`src/hw/exec_pkg.sv`:
```
`default_nettype none

package exec_pkg;

        // ==========================================================
        // widths and reset values
        // ==========================================================
        localparam int xlen      = 32;
        localparam int reg_idx_w = 5;

        localparam logic [xlen-1:0] pc_rst = 32'h8000_0000;

        // ==========================================================
        // operation encodings
        // ==========================================================
        typedef enum logic [3:0] {
                alu_add  = 4'd0,
                alu_sub  = 4'd1,
                alu_slt  = 4'd2,
                alu_sltu = 4'd3,
                alu_or   = 4'd4,
                alu_and  = 4'd5,
                alu_xor  = 4'd6,
                alu_sll  = 4'd7,
                alu_srl  = 4'd8,
                alu_sra  = 4'd9
        } alu_op_t;

        typedef enum logic {
                src1_rs1 = 1'b0,
                src1_pc  = 1'b1
        } src1_sel_t;

        typedef enum logic [1:0] {
                src2_rs2  = 2'd0,
                src2_imm  = 2'd1,
                src2_four = 2'd2
        } src2_sel_t;

        // nine conditions, so four bits
        typedef enum logic [3:0] {
                br_none = 4'd0,
                br_eq   = 4'd1,
                br_ne   = 4'd2,
                br_lt   = 4'd3,
                br_ge   = 4'd4,
                br_ltu  = 4'd5,
                br_geu  = 4'd6,
                br_jal  = 4'd7,
                br_jalr = 4'd8
        } br_cond_t;

        // ==========================================================
        // stage payloads
        // ==========================================================
        typedef struct packed {
                logic                 valid;
                logic [xlen-1:0]      pc;
                logic [reg_idx_w-1:0] rd;
                logic                 write_rd;
                logic [xlen-1:0]      imm;
                logic [xlen-1:0]      rs1_data;
                logic [xlen-1:0]      rs2_data;
                alu_op_t              alu_op;
                src1_sel_t            src1_sel;
                src2_sel_t            src2_sel;
                br_cond_t             br_cond;
        } idex_t;

        typedef struct packed {
                logic                 valid;
                logic [xlen-1:0]      pc;
                logic [reg_idx_w-1:0] rd;
                logic                 write_rd;
                logic [xlen-1:0]      data;
                logic                 redirect;
                logic [xlen-1:0]      redirect_pc;
        } exwb_t;

endpackage

`default_nettype wire

```
`src/hw/exec_bus_if.sv`:
```
`timescale 1ns/1ps
`default_nettype none

interface exec_bus_if;
        import exec_pkg::*;

        // contents of the decode/execute register
        logic            valid;
        logic [xlen-1:0] pc;
        logic [xlen-1:0] imm;
        logic [xlen-1:0] rs1_data;
        logic [xlen-1:0] rs2_data;
        alu_op_t         alu_op;
        src1_sel_t       src1_sel;
        src2_sel_t       src2_sel;
        br_cond_t        br_cond;

        modport src (
                output valid, pc, imm, rs1_data, rs2_data,
                output alu_op, src1_sel, src2_sel, br_cond
        );

        modport sink (
                input valid, pc, imm, rs1_data, rs2_data,
                input alu_op, src1_sel, src2_sel, br_cond
        );

endinterface

`default_nettype wire

```
`src/hw/pipe_seg_reg.sv`:
```
`timescale 1ns/1ps
`default_nettype none

module pipe_seg_reg #(
        parameter type payload_t = exec_pkg::idex_t
) (
        input  logic     clk,
        input  logic     rst,
        input  logic     flush,
        input  logic     stall,
        input  payload_t d,
        output payload_t q
);
        import exec_pkg::*;

        payload_t bubble;

        // empty slot, pc parked at the reset vector
        always_comb begin
                bubble       = '0;
                bubble.valid = 1'b0;
                bubble.pc    = pc_rst;
        end

        // stall wins over flush
        always_ff @(posedge clk) begin
                if (rst || (flush && !stall)) begin
                        q <= bubble;
                end else if (!stall) begin
                        q <= d;
                end
        end

endmodule

`default_nettype wire

```
`src/hw/operand_forward.sv`:
```
`timescale 1ns/1ps
`default_nettype none

module operand_forward (
        input  logic [exec_pkg::reg_idx_w-1:0] rs1,
        input  logic [exec_pkg::reg_idx_w-1:0] rs2,
        input  logic [exec_pkg::xlen-1:0]      rs1_data,
        input  logic [exec_pkg::xlen-1:0]      rs2_data,
        input  exec_pkg::exwb_t                ex_res,
        input  exec_pkg::exwb_t                wb_res,
        input  logic                           wb_write,
        input  logic [exec_pkg::reg_idx_w-1:0] wb_rd,
        input  logic [exec_pkg::xlen-1:0]      wb_data,
        output logic [exec_pkg::xlen-1:0]      fwd_rs1_data,
        output logic [exec_pkg::xlen-1:0]      fwd_rs2_data
);
        import exec_pkg::*;

        // newest producer first: execute, then ex_wb, then the wb port
        function automatic logic [xlen-1:0] pick(
                input logic [reg_idx_w-1:0] idx,
                input logic [xlen-1:0]      dec_data
        );
                logic [xlen-1:0] val;
                if (idx == '0) begin
                        // x0 is hardwired
                        val = dec_data;
                end else if (ex_res.valid && ex_res.write_rd && ex_res.rd == idx) begin
                        val = ex_res.data;
                end else if (wb_res.valid && wb_res.write_rd && wb_res.rd == idx) begin
                        val = wb_res.data;
                end else if (wb_write && wb_rd == idx) begin
                        val = wb_data;
                end else begin
                        val = dec_data;
                end
                return val;
        endfunction

        always_comb begin
                fwd_rs1_data = pick(rs1, rs1_data);
                fwd_rs2_data = pick(rs2, rs2_data);
        end

endmodule

`default_nettype wire

```
`src/hw/alu_unit.sv`:
```
`timescale 1ns/1ps
`default_nettype none

module alu_unit (
        exec_bus_if.sink                  bus,
        output logic [exec_pkg::xlen-1:0] alu_result
);
        import exec_pkg::*;

        logic [xlen-1:0] op_a;
        logic [xlen-1:0] op_b;
        logic [4:0]      shamt;
        logic            lt_s;
        logic            lt_u;

        // ==========================================================
        // operand select
        // ==========================================================
        always_comb begin
                if (bus.src1_sel == src1_pc) begin
                        op_a = bus.pc;
                end else begin
                        op_a = bus.rs1_data;
                end
        end

        // jumps select pc and four here, giving the link value
        always_comb begin
                case (bus.src2_sel)
                        src2_imm:  op_b = bus.imm;
                        src2_four: op_b = 32'd4;
                        default:   op_b = bus.rs2_data;
                endcase
        end

        assign shamt = op_b[4:0];
        assign lt_s  = $signed(op_a) < $signed(op_b);
        assign lt_u  = op_a < op_b;

        // ==========================================================
        // operations
        // ==========================================================
        always_comb begin
                case (bus.alu_op)
                        alu_sub:  alu_result = op_a - op_b;
                        alu_slt:  alu_result = xlen'(lt_s);
                        alu_sltu: alu_result = xlen'(lt_u);
                        alu_or:   alu_result = op_a | op_b;
                        alu_and:  alu_result = op_a & op_b;
                        alu_xor:  alu_result = op_a ^ op_b;
                        alu_sll:  alu_result = op_a << shamt;
                        alu_srl:  alu_result = op_a >> shamt;
                        alu_sra:  alu_result = $signed(op_a) >>> shamt;
                        default:  alu_result = op_a + op_b;
                endcase
        end

endmodule

`default_nettype wire

```
`src/hw/branch_unit.sv`:
```
`timescale 1ns/1ps
`default_nettype none

module branch_unit (
        exec_bus_if.sink                  bus,
        output logic                      taken,
        output logic [exec_pkg::xlen-1:0] target
);
        import exec_pkg::*;

        logic            eq;
        logic            lt_s;
        logic            lt_u;
        logic            cond;
        logic [xlen-1:0] jalr_sum;

        assign eq   = bus.rs1_data == bus.rs2_data;
        assign lt_s = $signed(bus.rs1_data) < $signed(bus.rs2_data);
        assign lt_u = bus.rs1_data < bus.rs2_data;

        // compare conditions
        always_comb begin
                case (bus.br_cond)
                        br_eq:   cond = eq;
                        br_ne:   cond = !eq;
                        br_lt:   cond = lt_s;
                        br_ge:   cond = !lt_s;
                        br_ltu:  cond = lt_u;
                        br_geu:  cond = !lt_u;
                        br_jal:  cond = 1'b1;
                        br_jalr: cond = 1'b1;
                        default: cond = 1'b0;
                endcase
        end

        // a bubble never redirects
        assign taken = bus.valid && cond;

        assign jalr_sum = bus.rs1_data + bus.imm;

        // jalr drops bit 0 of the sum
        assign target = (bus.br_cond == br_jalr) ? {jalr_sum[xlen-1:1], 1'b0}
                                                 : bus.pc + bus.imm;

endmodule

`default_nettype wire

```
`src/hw/result_merge.sv`:
```
`timescale 1ns/1ps
`default_nettype none

module result_merge (
        input  exec_pkg::idex_t           ex_in,
        input  logic [exec_pkg::xlen-1:0] alu_result,
        input  logic                      taken,
        input  logic [exec_pkg::xlen-1:0] target,
        output exec_pkg::exwb_t           ex_res
);
        import exec_pkg::*;

        logic cond_branch;

        // jal and jalr still write the link register
        assign cond_branch = ex_in.br_cond inside {br_eq, br_ne, br_lt, br_ge, br_ltu, br_geu};

        always_comb begin
                ex_res.valid       = ex_in.valid;
                ex_res.pc          = ex_in.pc;
                ex_res.rd          = ex_in.rd;
                ex_res.write_rd    = ex_in.valid && ex_in.write_rd && !cond_branch;
                ex_res.data        = alu_result;
                ex_res.redirect    = ex_in.valid && taken;
                ex_res.redirect_pc = target;
        end

endmodule

`default_nettype wire

```
`src/hw/exec_slice_top.sv`:
```
`timescale 1ns/1ps
`default_nettype none

module exec_slice_top (
        input  logic                           clk,
        input  logic                           rst,
        input  logic                           stall,
        input  logic                           dec_valid,
        input  logic [exec_pkg::xlen-1:0]      dec_pc,
        input  logic [exec_pkg::reg_idx_w-1:0] dec_rd,
        input  logic [exec_pkg::reg_idx_w-1:0] dec_rs1,
        input  logic [exec_pkg::reg_idx_w-1:0] dec_rs2,
        input  logic                           dec_write_rd,
        input  logic [exec_pkg::xlen-1:0]      dec_imm,
        input  logic [exec_pkg::xlen-1:0]      dec_rs1_data,
        input  logic [exec_pkg::xlen-1:0]      dec_rs2_data,
        input  exec_pkg::alu_op_t              dec_alu_op,
        input  exec_pkg::src1_sel_t            dec_src1_sel,
        input  exec_pkg::src2_sel_t            dec_src2_sel,
        input  exec_pkg::br_cond_t             dec_br_cond,
        input  logic                           wb_write,
        input  logic [exec_pkg::reg_idx_w-1:0] wb_rd,
        input  logic [exec_pkg::xlen-1:0]      wb_data,
        output logic                           res_valid,
        output logic [exec_pkg::xlen-1:0]      res_pc,
        output logic [exec_pkg::reg_idx_w-1:0] res_rd,
        output logic                           res_write,
        output logic [exec_pkg::xlen-1:0]      res_data,
        output logic                           redirect_valid,
        output logic [exec_pkg::xlen-1:0]      redirect_pc
);
        import exec_pkg::*;

        logic [xlen-1:0] fwd_rs1_data;
        logic [xlen-1:0] fwd_rs2_data;
        logic [xlen-1:0] alu_result;
        logic [xlen-1:0] target;
        logic            taken;
        idex_t           id_ex_d;
        idex_t           id_ex_q;
        exwb_t           ex_res;
        exwb_t           wb_res;

        // ==========================================================
        // decode side, operands settled before id_ex
        // ==========================================================
        operand_forward u_fwd (
                .rs1          (dec_rs1),
                .rs2          (dec_rs2),
                .rs1_data     (dec_rs1_data),
                .rs2_data     (dec_rs2_data),
                .ex_res       (ex_res),
                .wb_res       (wb_res),
                .wb_write     (wb_write),
                .wb_rd        (wb_rd),
                .wb_data      (wb_data),
                .fwd_rs1_data (fwd_rs1_data),
                .fwd_rs2_data (fwd_rs2_data)
        );

        assign id_ex_d = '{valid: dec_valid, pc: dec_pc, rd: dec_rd,
                           write_rd: dec_write_rd, imm: dec_imm,
                           rs1_data: fwd_rs1_data, rs2_data: fwd_rs2_data,
                           alu_op: dec_alu_op, src1_sel: dec_src1_sel,
                           src2_sel: dec_src2_sel, br_cond: dec_br_cond};

        // taken branch squashes the incoming offer
        pipe_seg_reg #(.payload_t(idex_t)) id_ex (
                .clk   (clk),
                .rst   (rst),
                .flush (ex_res.redirect),
                .stall (stall),
                .d     (id_ex_d),
                .q     (id_ex_q)
        );

        // ==========================================================
        // execute
        // ==========================================================
        exec_bus_if bus ();

        assign bus.valid    = id_ex_q.valid;
        assign bus.pc       = id_ex_q.pc;
        assign bus.imm      = id_ex_q.imm;
        assign bus.rs1_data = id_ex_q.rs1_data;
        assign bus.rs2_data = id_ex_q.rs2_data;
        assign bus.alu_op   = id_ex_q.alu_op;
        assign bus.src1_sel = id_ex_q.src1_sel;
        assign bus.src2_sel = id_ex_q.src2_sel;
        assign bus.br_cond  = id_ex_q.br_cond;

        alu_unit u_alu (
                .bus        (bus.sink),
                .alu_result (alu_result)
        );

        branch_unit u_branch (
                .bus    (bus.sink),
                .taken  (taken),
                .target (target)
        );

        result_merge u_merge (
                .ex_in      (id_ex_q),
                .alu_result (alu_result),
                .taken      (taken),
                .target     (target),
                .ex_res     (ex_res)
        );

        // bubble into ex_wb while id_ex holds
        pipe_seg_reg #(.payload_t(exwb_t)) ex_wb (
                .clk   (clk),
                .rst   (rst),
                .flush (stall),
                .stall (1'b0),
                .d     (ex_res),
                .q     (wb_res)
        );

        assign res_valid      = wb_res.valid;
        assign res_pc         = wb_res.pc;
        assign res_rd         = wb_res.rd;
        assign res_write      = wb_res.write_rd;
        assign res_data       = wb_res.data;
        assign redirect_valid = wb_res.redirect;
        assign redirect_pc    = wb_res.redirect_pc;

endmodule

`default_nettype wire

```
`config.mk`:
```
export PLATFORM = sky130hd
export DESIGN_NAME = exec_slice_top
export DESIGN_NICKNAME = d
export VERILOG_FILES = /design/src/hw/exec_pkg.sv /design/src/hw/exec_bus_if.sv /design/src/hw/pipe_seg_reg.sv /design/src/hw/operand_forward.sv /design/src/hw/alu_unit.sv /design/src/hw/branch_unit.sv /design/src/hw/result_merge.sv /design/src/hw/exec_slice_top.sv
export SDC_FILE = /design/constraint.sdc
export NUM_CORES = 1
export LEC_CHECK = 0
export BUFFER_PORTS_ARGS = -buffer_cell sky130_fd_sc_hd__buf_4
export CAP_MARGIN = 20
export CORE_MARGIN = 2
export CORE_UTILIZATION = 30
export CTS_CLUSTER_SIZE = 14
export DETAILED_ROUTE_END_ITERATION = 10
export GPL_TIMING_DRIVEN = 0
export SLEW_MARGIN = 0
export SYNTH_ARGS = -nofsm -noshare
export SYNTH_HDL_FRONTEND = slang
export SYNTH_SLANG_ARGS = --single-unit
```
`constraint.sdc`:
```
create_clock -name clk -period 5.3 [get_ports clk]
set_input_delay 1.06 -clock clk [delete_from_list [all_inputs] [get_ports clk]]
set_output_delay 1.06 -clock clk [all_outputs]
set_load 0.005 [all_outputs]
```
## Yosys cells after proc, flatten, opt, wreduce, memory -nomap -nowiden

Index checks and enable logic that the tools add are counted.

- Add/sub/neg operators: 4
- $lt $le $gt $ge: 4
- Eq/ne operators: 26
- Shifts and indexed selects: 3
- Multiplexer cells: 13
- Bitwise logic cells: 3
- Reduce and logical (&&, ||, !) cells: 25

Operators with widths:

| cell | count |
|---|---|
| $mux W32 | 10 |
| $pmux W32 S9 | 1 |
| $lt A32 B32 Y1 | 4 |
| $add A32 B32 Y32 | 3 |
| $pmux W32 S2 | 1 |
| $and A32 B32 Y32 | 1 |
| $eq A32 B32 Y1 | 1 |
| $eq A4 B3 Y1 const B | 8 |
| $or A32 B32 Y32 | 1 |
| $shl A32 B5 Y32 | 1 |
| $shr A32 B5 Y32 | 1 |
| $sshr A32 B5 Y32 | 1 |
| $sub A32 B32 Y32 | 1 |
| $xor A32 B32 Y32 | 1 |
| $eq A5 B5 Y1 | 6 |
| $eq A4 B2 Y1 const B | 4 |
| $logic_and A1 B1 Y1 | 13 |
| $eq A4 B4 Y1 const B | 3 |
| $logic_not A5 Y1 | 2 |
| $eq A4 B1 Y1 const B | 2 |
| $pmux W1 S7 | 1 |
| $reduce_bool A6 Y1 | 1 |
| $logic_not A1 Y1 | 5 |
| $reduce_or A2 Y1 | 2 |
| 3 further kinds | 4 |

- Bits in registers: 250
- Input port bits: 197
- Output and inout port bits: 104
- Word-level logic and storage cells: 97

## Longest topological paths before layout

- Depth after elaboration: 8
- Depth in mapped cells: 21
- Mapped depth without buffers: 18

## By module

A second synthesis with hierarchy kept.

- Cells, all modules: 3831
- Area total of the unflattened synthesis: 29017.8 µm²

By module, submodules not included:

| module | instances | cells an instance | area each (µm²) | sequential area each (µm²) |
|---|---|---|---|---|
| alu_unit | 1 | 1486 | 9330.2 | 0.0 |
| pipe_seg_reg at id_ex | 1 | 648 | 6756.5 | 2922.8 |
| pipe_seg_reg at ex_wb | 1 | 463 | 4475.5 | 2082.0 |
| branch_unit | 1 | 652 | 4455.5 | 0.0 |
| operand_forward | 1 | 475 | 3203.1 | 0.0 |
| result_merge | 1 | 106 | 793.3 | 0.0 |
| exec_slice_top | 1 | 1 | 3.8 | 0.0 |

## Least setup slack after synthesis

Ideal clock, no wire load.

- Kind: register -> register
- Start: register id_ex.q[4] (netlist name)
- End: register id_ex.q[32] (netlist name)
- Setup time: 0.132 ns
- Arrival: 4.431 ns
- Data required time: 5.168 ns
- Path slack: 0.737 ns
- Cell stages (with the launch flop): 20
- Path buffers: 5
- Period minus slack after synthesis: 4.563 ns
- Cells stage by stage: dfxtp_1 inv_1 ha_1 buf_2 nand2_1 o21a_1 buf_2 buf_1 buf_1 ha_1 buf_2 nor4_1 and4bb_4 o41a_2 nor3_1 a21boi_0 mux2i_1 nor4_1 a311o_1 a21oi_1

- Longest elaborated chain between the ends: 6
- Elaborated cells on any way between the ends: 14

Ends and longest elaborated chain:

| element | RTL line | source |
|---|---|---|
| start: declaration | pipe_seg_reg.sv:12 | `output payload_t q` |
| start signal: assignment | pipe_seg_reg.sv:28 | `q <= bubble;` |
| $eq A2 B2 Y1 or $eq A2 B1 Y1 (tied branches) | alu_unit.sv:29 | `case (bus.src2_sel)` |
| $pmux W32 S2 * | alu_unit.sv:29 |  |
| $add A32 B32 Y32 (tied with other cells) | alu_unit.sv:54 | `default: alu_result = op_a + op_b;` |
| $pmux W32 S9 * | alu_unit.sv:44 | `case (bus.alu_op)` |
| $mux W32 * | operand_forward.sv:28 | `end else if (ex_res.valid && ex_res.write_rd && ex_res.rd == idx) begin` |
| $mux W32 * | operand_forward.sv:25 | `if (idx == '0) begin` |

Every way passes the cells marked *; elsewhere a longest branch is shown, timed or not.
A chain may end at the register's enable or synchronous reset.

## Worst setup path in the final report

- Start: register id_ex.q[4] (netlist name)
- End: register id_ex.q[54] (netlist name)

The elaborated chain is that of the path after synthesis.

==> reports/metrics.csv <==
stage,metric,value,unit
status,outcome,"complete, but fails checks",
status,violations,setup timing,
layout,ff_latch_area,0.00501,mm2
floorplanning,io_pins,301,
critical_path,cp-start-kind,register,
yosys,syn_inst,3280,
yosys,ys_seq_area_frac,0.207,
global_routing,grt_max_degree,22,
routing,first_iter_violations,3787,
yosys,synth_fp_nets,3673,
timing,finalSetupViolCount,1,
floorplanning,dieArea,0.0828,mm2
floorplanning,num_rows,104,
timing,worstMarginPinSlew,1230,ps
cts,cts_made_buffers,28,
layout,area_growth,22.0,%
power_and_ir_drop,cellPowerDensity,260,mW/mm2
yosys,postSynthAreaPerCell,7.36,um2
timing,slew_headroom,0.177,
routing,drc,0,
power_and_ir_drop,power.leakage,12.3,nW
place,detailedPlace.worstSlack,-2070,ps
critical_path,worstSetupPathType,reg2reg,
layout,multi_input_area,0.0181,mm2
worst_hold_path,hp-class,reg2reg,
yosys,ys_seq_elements,250,
routing,ant_nets,0,
floorplanning,core_region_area,0.0802,mm2
routing,num_vias,29237,
critical_path,crit_path_end_kind,register,
routing,wl_per_cell,31.0,um
layout,fillerInstances,8643,
routing,drtPass1Iterations,6,
routing,wl,146,mm
cts,ctsRootBufferMaster,clkbuf_16,
global_routing,first_global_vias,27389,
cts,clockBufferDepth,3,
yosys,async_flop_share,0,
floorplanning,dieWidth,288,um
place,gp_congestion,1.03,
timing,post-route-min-period,5300,ps
critical_path,crit_arrival,5790,ps
yosys,yosys_most_used_dff,dfxtp_1,
place,place_area,0.0278,mm2
cts,cts_tree,built,
cts,clock-sinks,250,
global_routing,grt_usage,0.338,
yosys,synth_area,0.0241,mm2
layout,drive_above_1_share,0.158,
timing,fmax,189,MHz
critical_path,crit_start,id_ex.q[4],
yosys,synth-edff-count,0,
cts,clk_latency,610,ps
layout,nets,4021,
yosys,synth_cell_types,90,
critical_path,r2r_slack,-3,ps
timing,fin_skew,47.2,ps
critical_path,critPathMaxFanout,10,
layout,final_area,0.0295,mm2
yosys,ys.warnings.count,0,
global_routing,antenna_found_initial,2,
floorplanning,start_util,0.301,
timing,slew_violations,0,
cts,clk_pin_slew_worst_paths,70,ps
worst_hold_path,hp-start,id_ex.q[107],
global_routing,grt_pass1_wl,203,mm
cts,h-tree-depth,1,
timing,timing.final.crit_share,1.00,
timing,holdWs,505,ps
timing,finalHoldViolCount,0,
place,dp_hpwl,121,mm
routing,viasPerCell,6.21,
critical_path,critPathRequiredTime,5780,ps
critical_path,rr_startpoint,id_ex.q[4],
global_routing,gr-total-overflow,0,
flow_run,maxCapViolations,0,
place,port_buffers,299,
floorplanning,die_y,288,um
timing,setup_slack,-3.31,ps
power_and_ir_drop,peakVddDrop,0.247,mV
==> power by group <==
group / switching [mW] / internal [mW] / leakage (nW)
combinational: 2.30 / 1.15 / 9.80
sequential: 0.187 / 2.00 / 2.05
clock: 0.898 / 1.12 / 0.450
total: 3.39 / 4.27 / 12.3
==> critical path: stages, from the launching register on <==
cell and delay, ps:
dfxtp_4 400, inv_1 80, ha_4 280, buf_6 160, clkbuf_2 220, clkbuf_4 250
o21ai_0 610, ha_1 450, a211o_1 360, o2bb2ai_1 480, o21ai_0 200, a31oi_1 200
mux2i_1 110, nor2_1 150, a211oi_2 80, buf_4 200, o21ai_0 570, and3b_1 380
==> synth_stat cells, types with 20 or more instances <==
cell      count  share of area
nor2b_1      24         0.0062
a31oi_1      34         0.0088
a21oi_1     251          0.052
a211oi_1     56          0.017
xnor2_1      52          0.019
clkbuf_1    149          0.023
dfxtp_1     250           0.21
mux2_2       25          0.012
ha_1        192          0.099
nor3_1       68          0.014
nand3_1     136          0.028
or3_1        32         0.0083
a21o_1       46          0.014
o21bai_1     22         0.0068
o211ai_1     71          0.022
nand4_1      22         0.0057
nand2b_1     20         0.0052
o22ai_1      36         0.0093
mux2i_1     189          0.078
inv_1       152          0.024
o221ai_1     23         0.0083
nand2_1     275          0.043
nor2_1      342          0.053
buf_1        22         0.0034
xor2_1       37          0.013
buf_2        52          0.011
a221oi_1     36          0.013
o21a_1       27         0.0084
o21ai_0     255          0.053
and2_1       62          0.016
and3_1       23         0.0060
nor4_1       22         0.0057
a211o_1      23         0.0083
==> kinds of logic after synthesis <==
group	share of synthesized area
flops	0.207
xor+xnor	0.0323
mux	0.0937
compound gates	0.294
fa+ha+maj	0.103
buf+inv	0.0632
simple gates	0.207
==> path summary, 6_finish.rpt <==
kind	cells after the start	endpoint
setup / recovery	17	id_ex.q[54]
hold / removal	2	id_ex.q[107]
setup reg to reg	17	id_ex.q[54]
hold reg to reg	2	id_ex.q[107]
==> metrics by stage <==
| stage | power (mW) | TNS (ps) | utilization | instances |
|---|---|---|---|---|
| after global placement | 5.35 | -123100 | 0.346 | 4639 |
| final | 7.66 | -3.31 | 0.368 | 4709 |
| after CTS | 7.50 | -2.50 | 0.367 | 4710 |
| after global routing | 7.86 | -0.572 | 0.367 | 4707 |
| after floorplan | 3.91 | 0 | - | 3280 |
| after detailed placement | 5.32 | -100610 | 0.347 | 4647 |
==> layout by cell type, fill, tap and decap left out, drive strengths merged, types with 9 or more instances in the layout <==
cell type  count
o21ai        273
nor4          22
a31oi         34
nor3          69
o22ai         36
a211o         23
a31o           9
nand2b        20
nand3        136
a22oi         16
a21oi        252
xor2          37
o211ai        71
ha           192
dfxtp        250
mux2i        189
and2          62
a2111oi       23
o21bai        22
clkbuf       182
nor2b         24
o31ai         17
xnor2         52
a221oi        39
or3           32
nand3b        10
nand2        275
buf          397
nand4         22
inv          159
a211oi        57
o21a          27
a21o          46
and3          23
nor2         345
o221ai        23
mux2          25
==> layout make-up <==
class | count | area share
clock inverter | 15 | 0.00620
multi-input combinational | 2647 | 0.616
clock buffer | 34 | 0.0256
antenna | 2 | 0.000170
buffer | 217 | 0.0331
timing repair buffer | 328 | 0.0838
sequential | 250 | 0.170
inverter | 156 | 0.0201
tap | 1060 | 0.0450
==> registers in the layout, summed over array words and instances, names as in the netlist <==
signal / count
id_ex.q: 146
ex_wb.q: 104
==> layer usage <==
layer  global-route usage  routed length [um]
met5                    0                   0
met2                0.549               64700
met4                0.206               11200
met1                0.422               57000
met3               0.0512               13300
==> timing repair <==
| action | in CTS | in global routing |
|---|---|---|
| cloned | 0 | 0 |
| gates resized for setup | 135 | 26 |
| buffers inserted | 18 | 3 |
| pin swaps | 20 | 12 |
| hold buffers | 0 | 0 |
| setup endpoints to repair | 85 | 61 |
Note: power is estimated with default switching activity, not from simulation.
